--- src/hdl/isaPkg.sv ---
package isaPkg;

	localparam int dataWidth = 16; // one machine word

	typedef logic [dataWidth-1:0] word_t;

	typedef enum logic [1:0] {
		selAx,
		selBx,
		selCx,
		selDx
	} regSel_t;

	// register fields sit in par1 with dst in [3:2] and src in [1:0]
	// immediates and data addresses sit in par2, jump targets in par1
	localparam word_t opNop   = 16'h0000;
	localparam word_t opMov   = 16'h0007; // dst <= src
	localparam word_t opMovi  = 16'h0008; // dst <= par2
	localparam word_t opStore = 16'h002A; // mem[par2] <= src
	localparam word_t opLoad  = 16'h002B; // dst <= mem[par2]
	localparam word_t opOut   = 16'h000A; // bus[bx] <= dx
	localparam word_t opIn    = 16'h0028; // dx <= bus[bx]
	localparam word_t opAdd   = 16'h000C;
	localparam word_t opAdc   = 16'h000D;
	localparam word_t opSub   = 16'h000E;
	localparam word_t opSuc   = 16'h000F; // subtract with borrow
	localparam word_t opMul8  = 16'h0010;
	localparam word_t opCmp   = 16'h0014;
	localparam word_t opAnd   = 16'h0015;
	localparam word_t opNeg   = 16'h0016; // bitwise invert of dst
	localparam word_t opOr    = 16'h0018;
	localparam word_t opXor   = 16'h0019;
	localparam word_t opShl   = 16'h001A;
	localparam word_t opShr   = 16'h001B;
	localparam word_t opJmp   = 16'h0031;
	localparam word_t opJc    = 16'h0021;
	localparam word_t opJnc   = 16'h0022;
	localparam word_t opJz    = 16'h0023;
	localparam word_t opJnz   = 16'h0024;

	localparam logic [1:0] lenOne   = 2'd1;
	localparam logic [1:0] lenTwo   = 2'd2;
	localparam logic [1:0] lenThree = 2'd3;

	typedef enum logic [1:0] {
		busIdle = 2'b00,
		busRd   = 2'b01,
		busWr   = 2'b10
	} busCode_t;

	localparam word_t haltAddr = 16'hFFFF; // end marker address of a test program

	// unknown opcodes fall through as one-word nops
	function automatic logic [1:0] insnLen(word_t op);
		case (op)
			opMovi, opStore, opLoad: return lenThree;
			opMov, opAdd, opAdc, opSub, opSuc, opMul8, opCmp,
			opAnd, opNeg, opOr, opShl, opShr, opXor,
			opJmp, opJc, opJnc, opJz, opJnz: return lenTwo;
			opNop, opOut, opIn: return lenOne;
			default: return lenOne;
		endcase
	endfunction

endpackage

--- src/hdl/regFile.sv ---
module regFile (
	input  logic             clk,
	input  logic             rstN,
	input  isaPkg::regSel_t  rdSelA,
	input  isaPkg::regSel_t  rdSelB,
	input  isaPkg::regSel_t  wrSel,
	input  logic             wrEn,
	input  isaPkg::word_t    wrData,
	output isaPkg::word_t    rdDataA,
	output isaPkg::word_t    rdDataB,
	output isaPkg::word_t    regBx,
	output isaPkg::word_t    regDx
);
	import isaPkg::*;

	word_t regs [4]; // ax, bx, cx, dx

	always_ff @(posedge clk or negedge rstN) begin
		if (!rstN) begin
			regs <= '{default: '0};
		end else if (wrEn) begin
			regs[wrSel] <= wrData;
		end
	end

	assign rdDataA = regs[rdSelA]; // dst operand
	assign rdDataB = regs[rdSelB]; // src operand

	// bus address and write data come straight from bx and dx
	assign regBx = regs[selBx];
	assign regDx = regs[selDx];

endmodule

--- config.mk ---
export PLATFORM = sky130hd
export DESIGN_NAME = regFile
export DESIGN_NICKNAME = d
export VERILOG_FILES = /design/src/hdl/isaPkg.sv /design/src/hdl/regFile.sv
export SDC_FILE = /design/constraint.sdc
export NUM_CORES = 1
export LEC_CHECK = 0
export BUFFER_PORTS_ARGS = -buffer_cell sky130_fd_sc_hd__buf_2
export CAP_MARGIN = 20
export CORE_MARGIN = 2
export CORE_UTILIZATION = 39
export CTS_CLUSTER_DIAMETER = 60
export DETAILED_ROUTE_END_ITERATION = 6
export PLACE_DENSITY = 0.69
export SLEW_MARGIN = 20
export SYNTH_ARGS = -nofsm -noshare
export SYNTH_HDL_FRONTEND = slang
export SYNTH_SLANG_ARGS = --single-unit
export TNS_END_PERCENT = 100
--- constraint.sdc ---
create_clock -name clk -period 1.7 [get_ports clk]
set_clock_uncertainty 0.15 [all_clocks]
set_input_delay 0.17 -clock clk [delete_from_list [all_inputs] [get_ports clk]]
set_output_delay 0.17 -clock clk [all_outputs]
set_load 0.03 [all_outputs]
# Word-level counts from Yosys, hierarchy flattened
# Cells that the tools add are included.
[totals]
regBits = 64
latch_bits = 0
mem_bits_rw = 0
mem_bits_ro = 0
in_bits = 25
out_inout_bits = 64
wordCells = 21
mem_count = 0
[op_classes]
add_sub_neg = 0
n_mul = 0
div_mod_pow = 0
n_lt_le_gt_ge = 4
n_eq_ne = 0
shift = 0
mux = 9
n_bitwise = 3
reduce_logical = 1
[ops]
columns = ["operator", "n"]
rows = [
  ["$mux 16", 5],
  ["$bmux 16 s2", 2],
  ["$bwmux 64", 1],
  ["$demux 16 s2", 1],
  ["$ge 3x3->1 const B", 3],
  ["$not 2->3", 3],
  ["$lt 3x1->1 const B", 1],
  ["$logic_and 1x1->1", 1],
]

# Logic depth before layout (Yosys ltp)
# Gate-level depths: netlist (run 1).
[depth]
ltp_word = 6
depth_mapped = 3

# Worst setup path after synthesis (run 1)
# No wires, ideal clock.
[synth_timing]
path_type = "input to output"
startpoint = "input port rdSelA[0]"
endpoint = "output port rdDataA[10]"
arrival_ns = 1.237
path_slack_ns = 0.143
path_stages = 3
n_path_buf = 2
path_cell_list = "buf_2 > buf_4 > mux4_2"
[synth_via]
elab_chain_cells = 4
[synth_lines]
columns = ["element", "line", "text"]
rows = [
  ["start: declaration", "regFile.sv:4", "input isaPkg::regSel_t rdSelA,"],
  ["$not 2->3 (not written as such)", "regFile.sv:26", "assign rdDataA = regs[rdSelA];"],
  ["$bmux 16 s2", "regFile.sv:26", ""],
  ["$mux 16 (not written as such) (2 in a row)", "regFile.sv:26", ""],
  ["end: declaration", "regFile.sv:9", "output isaPkg::word_t rdDataA,"],
]
# No other way between the ends. The select of a mux whose other input is x is not followed.

# Final worst setup path (run 1)
[layout_timing]
startpoint = "register regs, in the netlist regDx[2]"
endpoint = "output port rdDataB[2]"
[layout_via]
elab_chain_cells = 3
[layout_lines]
columns = ["element", "line", "text"]
rows = [
  ["start: declaration", "regFile.sv:16", "word_t regs [4];"],
  ["start signal: indexed assignment", "regFile.sv:22", "regs[wrSel] <= wrData;"],
  ["$bmux 16 s2", "regFile.sv:27", "assign rdDataB = regs[rdSelB];"],
  ["$mux 16 (not written as such) (2 in a row)", "regFile.sv:27", ""],
  ["end: declaration", "regFile.sv:10", "output isaPkg::word_t rdDataB,"],
]
# No other way between the ends. The select of a mux whose other input is x is not followed.

==> run metrics, run 1 <==
Avg Cell Area, Syn 16.42 µm²; worst-path fanout max 3; Final Power 0.005591 W; CTS sink count 64; Worst Tran Pin Value 514.1 ps; Synth-to-Final Area Change 32.50%; Final Hold Viols 0; Setup crit start kind flop; Slew HR 0.6569; Setup Viol. Count Final 6; FF+latch count, synth 64; share of layout cells above drive strength 1 0.7348; Min-Delay Path Class primary input to async pin; non-filler instance count after layout 421; CP required 1380 ps; Post-Syn Area 0.003415 mm²; CP Cell Sequence mux4_2, buf_6; total of max-cap violations 0; final core occ 0.5265; global-route wire length before repair 11790 µm; leakage power 2.005 nW; Max VDD drop 0.4296 mV; vias in the first global route 2213; max-slew violations 0; fin crit share 1.009; Routed wire per std cell 17.34 µm; Post-Place Cells 368; multi-input logic area 0.001493 mm²; share of the yosys chip area belonging to registers 0.4690; Max Clock Freq 583.1 MHz; DR pass1 iterations 4; clock slew at reported path FFs 70 ps; Skew-Pair Late Insertion Delay 330 ps; worst hold slack 177.0 ps; FP Rows 34; Initial Util 0.3974; most frequent cells in the layout 64 x mux2_2, 64 x dfrtp_1, 56 x buf_2, 32 x mux4_2, 32 x buf_6; Max Buffers Root-to-Sink 2; fillers 742; Worst Setup End Kind primary output; grt total ovfl 0; Tmin final 1715 ps; I/O pins 89; CP max stage delay 510 ps; Ys Warns 0; Synth cell types 11; failing checks setup timing; Yosys top cell area share 0.4690; Post-Syn Nets 233; Die Ht 97.57 µm; slowest CP cell mux4_2; WP data arrival 1390 ps; RSZ-0062 raised after global routing yes; PwrDens 1236 mW/mm²; Final HPWL DP 4991 µm; Die X 97.57 µm; Final Worst Setup Slack -14.92 ps; synthesized instance count 208; CTS root buf clkbuf_8; Antenna Nets Post-Route 0; H-tree levels 3; synth top area cells dfrtp_1 47%, mux2_2 21%, mux4_2 21%; drc violations 0; initial antenna violation count 0; outcome finished, violations left; largest net degree at the start of global routing 34; Via Count 2129; Num CTS Buffers 9; # port buffers 88; all-layer global routing usage 0.1600; Starting DRT DRC Count 32; CTS tree done; ant diodes 0; Post-Place Cell Area 0.003805 mm²; routability cong. 0.7703; post-route cell area 0.004524 mm²; die area 0.009520 mm²; Placeable Area 0.008593 mm²; critical path class flop to primary output; register area 0.001602 mm²; final wirelength 7302 µm; post-synth top area cell dfrtp_1; post-DR vias/cell 5.057; NumNets Final 333
[report_power, final]
group          switching [W]  internal (W)  total (W)  leakage, nW
logic                0.00114       0.00111    0.00225         1.14
registers           0.000221       0.00181    0.00204        0.757
clock network       0.000548      0.000754    0.00130        0.103
[registers in the layout, summed over array words and instances (netlist names)]
signal,count
regs,32
regBx,16
regDx,16
[path summary, 6_finish.rpt]
kind / startpoint / cells after the start / endpoint / slack (ps)
max in group asynchronous: rstN / 3 / regs[63] / 650
worst max-delay path: regDx[2] / 2 / rdDataB[2] / -10
worst max register to register: regBx[13] / 3 / regBx[13] / 510
worst min register to register: regs[58] / 1 / regs[58] / 380
min in group clk: wrEn / 4 / regBx[11] / 280
worst min-delay path: rstN / 2 / regBx[7] / 180
[Yosys cell counts, drive strengths merged]
library cell  instances
nand3                 1
buf                  41
nor3b                 1
dfrtp                64
mux2                 64
mux4                 32
nand3b                2
clkbuf                3
[per-stage QoR]
| step | TNS [ps] | setup slack [ps] |
|---|---|---|
| after detailed placement | 0 | 190.6 |
| final | -41.43 | -14.92 |
| after floorplan | 0 | 142.7 |
| after CTS | -317.7 | -27.77 |
| after global placement | 0 | 183.1 |
| after global routing | -1022 | -70.34 |
[logic make-up after synthesis]
kind of cell           synth area share
multiplexers                     0.4221
AND/OR/NAND/NOR                 0.01502
buffers and inverters           0.09381
flip-flops                       0.4690
[timing repair]
item	CTS	global route
endpoints found under the hold margin	80	0
setup endpoints to repair	32	32
setup buffers	14	6
resized for setup	61	4
hold buffers	17	0
[per-layer routing]
layer  GRT usage  up-vias  routed length, µm
met3     0.03669       10                387
met4     0.06090        0                110
li1            -      956                  -
met2      0.2562       64               3589
met1      0.2131     1099               3215
met5           0        -                  0
[area by class of cell]
type | instances | share of cell area
flip-flops and latches | 64 | 0.3540
multi-input cells | 100 | 0.3299
repair buffers | 133 | 0.2423
clock buffers | 13 | 0.03512
well taps | 108 | 0.02987
clock inverters | 3 | 0.008850
[critical path: cells and delay by family, from the launching register on]
kind,cells,cell delay [ps]
buffers and inverters,1,160
muxes,1,510
DFF,1,400
Note: power is estimated with default switching activity, not from simulation.
==> run 2, diff against run 1 <==
- MAX_ROUTING_LAYER: not set -> met4
==> run 2 against run 1 <==
The flow still finishes with violations (setup timing). Largest cell class unchanged. Design area unchanged. Critical path depth unchanged. Combinational power about the same. Critical path type unchanged. Total power about the same. Hold slack worse by 2.4 ps. Highest routed layer unchanged.
==> run metrics, run 2 (synthesis results as in run 1) <==
outcome finished, violations left (unchanged); failing checks setup timing (unchanged); crit path to rdDataB[2] (unchanged); global-route wire length before repair 11790 µm (about the same); largest register by flop count regs (unchanged); register area 0.001602 mm² (unchanged); post-DR vias/cell 5.069 (was 5.057); initial antenna violation count 0 (unchanged); largest net degree at the start of global routing 34 (unchanged); post-route cell area 0.004524 mm² (unchanged); Worst Tran Pin Value 517.1 ps (was 514.1 ps); Placeable Area 0.008593 mm² (unchanged); DR pass1 iterations 4 (unchanged); CP required 1380 ps (about the same); RSZ-0062 raised after global routing yes (unchanged); Final HPWL DP 4991 µm (unchanged); CP Cell Sequence mux4_2, buf_6 (unchanged); reg-to-reg endpoint regBx[13] (unchanged); all-layer global routing usage 0.1647 (was 0.1600); Num CTS Buffers 9 (unchanged); worst-path fanout max 3 (unchanged); H-tree levels 3 (unchanged); CP max stage delay 510 ps (about the same); max reg flops 32 (unchanged); Critical path buffers and inverters 1 (unchanged); Skew-Pair Late Insertion Delay 330 ps (about the same); max-slew violations 0 (unchanged); Die Ht 97.57 µm (unchanged); Max Clock Freq 584.1 MHz (was 583.1 MHz); NumNets Final 333 (unchanged); Synth-to-Final Area Change 32.50% (unchanged); Setup crit start kind flop (unchanged); share of layout cells above drive strength 1 0.7348 (unchanged); Slew HR 0.6549 (was 0.6569); multi-input logic area 0.001493 mm² (unchanged); grt total ovfl 0 (unchanged); Total Neg Setup Slack -48.58 ps (was -41.43 ps); most frequent cells in the layout 64 x mux2_2, 64 x dfrtp_1, 56 x buf_2, 32 x mux4_2, 32 x buf_6 (unchanged); fillers 742 (unchanged); vias in the first global route 2215 (was 2213); fin crit share 1.007 (was 1.009); ant diodes 0 (unchanged); PwrDens 1237 mW/mm² (was 1236 mW/mm²); met2 usage in global routing 0.2562 (unchanged); FP Rows 34 (unchanged); routability cong. 0.7807 (was 0.7703); Tmin final 1712 ps (was 1715 ps); Die X 97.57 µm (unchanged); I/O pins 89 (unchanged); R2R setup slack 510 ps (about the same); # port buffers 88 (unchanged); CTS root buf clkbuf_8 (unchanged); Critical path origin regDx[2] (unchanged); Stages on worst setup path 2 (unchanged); Initial Util 0.3974 (unchanged); CTS tree done (unchanged); CTS sink count 64 (unchanged); final wirelength 7345 µm (was 7302 µm); slowest CP cell mux4_2 (unchanged); Worst Setup End Kind primary output (unchanged); Worst path top cell family by delay multiplexers (unchanged); leakage power 2.005 nW (unchanged); Min-Delay Path Class primary input to async pin (unchanged); Max Buffers Root-to-Sink 2 (unchanged); worst reg2reg startpoint regBx[13] (unchanged); Setup Viol. Count Final 6 (unchanged); Global Route met1 Usage 0.2146 (was 0.2131); Antenna Nets Post-Route 0 (unchanged); Final Worst Setup Slack -11.94 ps (was -14.92 ps); Post-Place Cell Area 0.003805 mm² (unchanged); Final Hold Viols 0 (unchanged); WP data arrival 1390 ps (about the same); die area 0.009520 mm² (unchanged); GRT busiest layer met2 (unchanged); met3 usage 0.03525 (was 0.03669); R2R depth 3 (unchanged); Max VDD drop 0.4308 mV (was 0.4296 mV); Routed wire per std cell 17.45 µm (was 17.34 µm); critical path class flop to primary output (unchanged); total of max-cap violations 0 (unchanged); Starting DRT DRC Count 36 (was 32); Via Count 2134 (was 2129); clock slew at reported path FFs 70 ps (about the same); drc violations 0 (unchanged)
==> run 2: worst min-delay path by stage <==
stage	startpoint	end
finish	rstN	regBx[7]
global route	rstN	regBx[7]
CTS	rstN	regBx[7]
detailed placement	rstN	regBx[8]
global placement	rstN	regBx[8]
floorplan	rstN	regBx[0]
==> run 2: per-layer routing <==
metal / share of wire / routed length [µm]
met3: 0.049 / 358
met5: 0 / 0
met1: 0.45 / 3315
met4: 0.011 / 78
met2: 0.49 / 3593
==> run 2: what timing repair did <==
item | CTS | global route
hold endpoints to repair | 80 | 0
hold buffers | 17 | 0
setup endpoints to repair | 32 | 32
cloned | 0 | 0
gates resized for setup | 61 | 4
setup buffers | 14 | 6
==> run 2: layout make-up <==
cell class | count | area share
Clock buffer | 13 | 0.03512
Multi-Input combinational cell | 100 | 0.3299
Tap cell | 108 | 0.02987
Clock inverter | 3 | 0.008850
Sequential cell | 64 | 0.3540
Timing Repair Buffer | 133 | 0.2423
==> run 2: metrics by stage <==
stage	power, W	std cells	hold WS (ps)	setup slack (ps)	utilization
finish	0.005595	421	174.6	-11.94	0.5265
CTS	0.005606	415	176.4	-27.77	0.5201
global placement	0.003873	368	-10.66	183.1	0.4428
detailed placement	0.003915	368	-0.3135	190.6	0.4428
floorplan	0.003559	208	-275.6	142.7	-
global route	0.005850	421	194.8	-70.35	0.5265
==> run 2: worst reg2reg max path: cells and delay by family (launching register included) <==
kind | cells | cell delay [ps]
flip-flops | 1 | 410
buffers and inverters | 2 | 270
multiplexers | 1 | 250
==> run 2: report_power, final <==
| part | switching, W | leakage [nW] | internal, W |
|---|---|---|---|
| combinational | 0.00114 | 1.14 | 0.00111 |
| clock | 0.000550 | 0.103 | 0.000754 |
| sequential | 0.000222 | 0.757 | 0.00181 |
==> run 3, diff against run 2 <==
- ABC_AREA: not set -> 1
- PLACE_DENSITY: 0.69 -> 0.67
==> run 3 against run 2 <==
Synthesized area up 23%. The flow now finishes without violations. Design area up 6.7%. Combinational power down 21%. Global-route usage up 6.8 points. Hold slack worse by 170 ps. Die area up 22%.
==> run metrics, run 3 <==
CP required 1380 ps (about the same); FF+latch count, synth 64 (unchanged); CTS tree done (unchanged); Via Count 4114 (was 2134); Skew-Pair Late Insertion Delay 340 ps (was 330 ps); Die X 107.9 µm (was 97.57 µm); grt total ovfl 0 (unchanged); Final Hold Viols 0 (unchanged); vias in the first global route 3879 (was 2215); Most used DFF post-synth dfrtp_1 (unchanged); Initial Util 0.4043 (was 0.3974); most common library cells after synthesis 272 x nand2_1, 84 x inv_1, 80 x nand3_1 (was 64 x dfrtp_1, 64 x mux2_2, 35 x buf_4); all-layer global routing usage 0.2329 (was 0.1647); outcome finished, final reports clean (was finished, violations left); Die Ht 107.9 µm (was 97.57 µm); Post-Syn Area 0.004212 mm² (was 0.003415 mm²); Tmin final 1612 ps (was 1712 ps); DR pass1 iterations 5 (was 4); Routed wire per std cell 15.21 µm (was 17.45 µm); synth top area cells dfrtp_1 38%, nand2_1 24%, nand3_1 9.5% (was dfrtp_1 47%, mux2_2 21%, mux4_2 21%); synthesized instance count 626 (was 208); CTS sink count 64 (unchanged); most frequent cells in the layout 272 x nand2_1, 88 x buf_2, 84 x inv_1, 80 x nand3_1, 64 x dfrtp_1 (was 64 x mux2_2, 64 x dfrtp_1, 56 x buf_2, 32 x mux4_2, 32 x buf_6); critical path class flop to primary output (unchanged); fillers 1083 (was 742); global-route wire length before repair 20450 µm (was 11790 µm); RSZ-0062 raised after global routing no (was yes); die area 0.01165 mm² (was 0.009520 mm²); cts repair resizes 0 (was 61); Max VDD drop 0.3962 mV (was 0.4308 mV); total of max-cap violations 0 (unchanged); most numerous cell in the Yosys netlist nand2_1; post-DR vias/cell 4.975 (was 5.069); Yosys top cell area share 0.3803 (was 0.4690); Total Neg Setup Slack 0 ps (was -48.58 ps); Post-Place Cells 795 (was 368); Ys Warns 0 (unchanged); Placeable Area 0.01042 mm² (was 0.008593 mm²); Setup crit start kind flop (unchanged); most common cell after layout, fill and taps aside nand2_1; NumNets Final 711 (was 333); worst-path fanout max 3 (unchanged); Worst Setup End Kind primary output (unchanged); Avg Cell Area, Syn 6.728 µm² (was 16.42 µm²); Setup Viol. Count Final 0 (was 6); Final HPWL DP 9255 µm (was 4991 µm); Slew HR 0.7167 (was 0.6549); routability cong. 0.8790 (was 0.7807); Antenna Nets Post-Route 0 (unchanged); CTS root buf clkbuf_8 (unchanged); post-synth top area cell dfrtp_1 (unchanged); initial antenna violation count 0 (unchanged); ant diodes 0 (unchanged); Max Clock Freq 620.2 MHz (was 584.1 MHz); share of layout cells above drive strength 1 0.1896 (was 0.7348); largest register by flop count regs (unchanged); Worst Tran Pin Value 424.9 ps (was 517.1 ps); Starting DRT DRC Count 223 (was 36); PwrDens 1006 mW/mm² (was 1237 mW/mm²); # port buffers 88 (unchanged); Post-synth ARST share 1.000 (unchanged); Synth-to-Final Area Change 14.59% (was 32.50%); clock slew at reported path FFs 60 ps (was 70 ps); FP Rows 37 (was 34); Post-synth EDFFs 0 (unchanged); WP data arrival 1290 ps (was 1390 ps); Max Buffers Root-to-Sink 2 (unchanged); final wirelength 12580 µm (was 7345 µm); max reg flops 32 (unchanged); Post-Syn Nets 651 (was 233); drc violations 0 (unchanged); Min-Delay Path Class primary input to flop (was primary input to async pin); largest net degree at the start of global routing 65 (was 34); share of the yosys chip area belonging to registers 0.3803 (was 0.4690); H-tree levels 3 (unchanged); Num CTS Buffers 9 (unchanged); I/O pins 89 (unchanged); leakage power 2.892 nW (was 2.005 nW); max-slew violations 0 (unchanged); non-filler instance count after layout 827 (was 421); Synth cell types 15 (was 11); fin crit share 0.9485 (was 1.007); worst hold slack 4.899 ps (was 174.6 ps)
## run 3: cell families after synthesis
family | after synthesis | synth area share
DFF | 64 | 0.3803
and+or+nand+nor | 389 | 0.4049
AOI/OAI and AO/OA | 16 | 0.02436
buffers and inverters | 157 | 0.1904
## run 3: critical path, stage by stage, from the launching register on
cell	delay (ps)
dfrtp_1	400
inv_1	90
nand2_1	50
nand3_1	140
nand2_1	90
buf_2	180
## run 3: routing by layer
metal  track usage  share of wire
met5             -              0
met4       0.08059          0.019
met3       0.03148          0.051
met2        0.3374           0.44
met1        0.3342           0.49
## run 3: power breakdown
part	leakage (nW)	switching, W	internal [W]
combinational	2.00	0.00126	0.000521
clock	0.0899	0.000579	0.000560
sequential	0.799	0.000172	0.00177
total	2.89	0.00201	0.00285
## run 3: worst paths after layout
check                            from          end  slack, ps  cells after the start
max reg2reg                  regDx[4]     regDx[4]        860                      2
min in group asynchronous        rstN     regDx[9]        220                      3
min                        wrData[10]    regDx[10]          5                      3
min reg2reg                  regs[23]     regs[23]        320                      2
max in group asynchronous        rstN    regBx[15]        890                      3
max                         regDx[11]  rdDataB[11]         90                      5
## run 3: cell type report
cell class	instances	area, µm²	area share
Clock buffer	12	145.1	0.03008
Clock inverter	4	20.02	0.004148
Inverter	86	322.8	0.06689
Multi-Input combinational cell	405	1808	0.3746
Sequential cell	64	1602	0.3319
Tap cell	136	170.2	0.03526
Timing Repair Buffer	120	758.2	0.1571
## run 3: through the flow
stage,setup WS [ps],total power [W],util,cell area [µm²]
after floorplan,436.3,0.003330,-,4212
after global placement,272.0,0.003698,0.4321,4501
after detailed placement,272.9,0.003719,0.4321,4501
after CTS,89.42,0.004887,0.4633,4826
after global routing,14.81,0.005156,0.4633,4826
final,87.62,0.004857,0.4633,4826
## run 3: what timing repair did
action / 4_1_cts / 5_1_grt
setup buffers: 0 / 0
hold buffers: 16 / 0
setup endpoints to repair: 0 / 0
endpoints found under the hold margin: 101 / 0
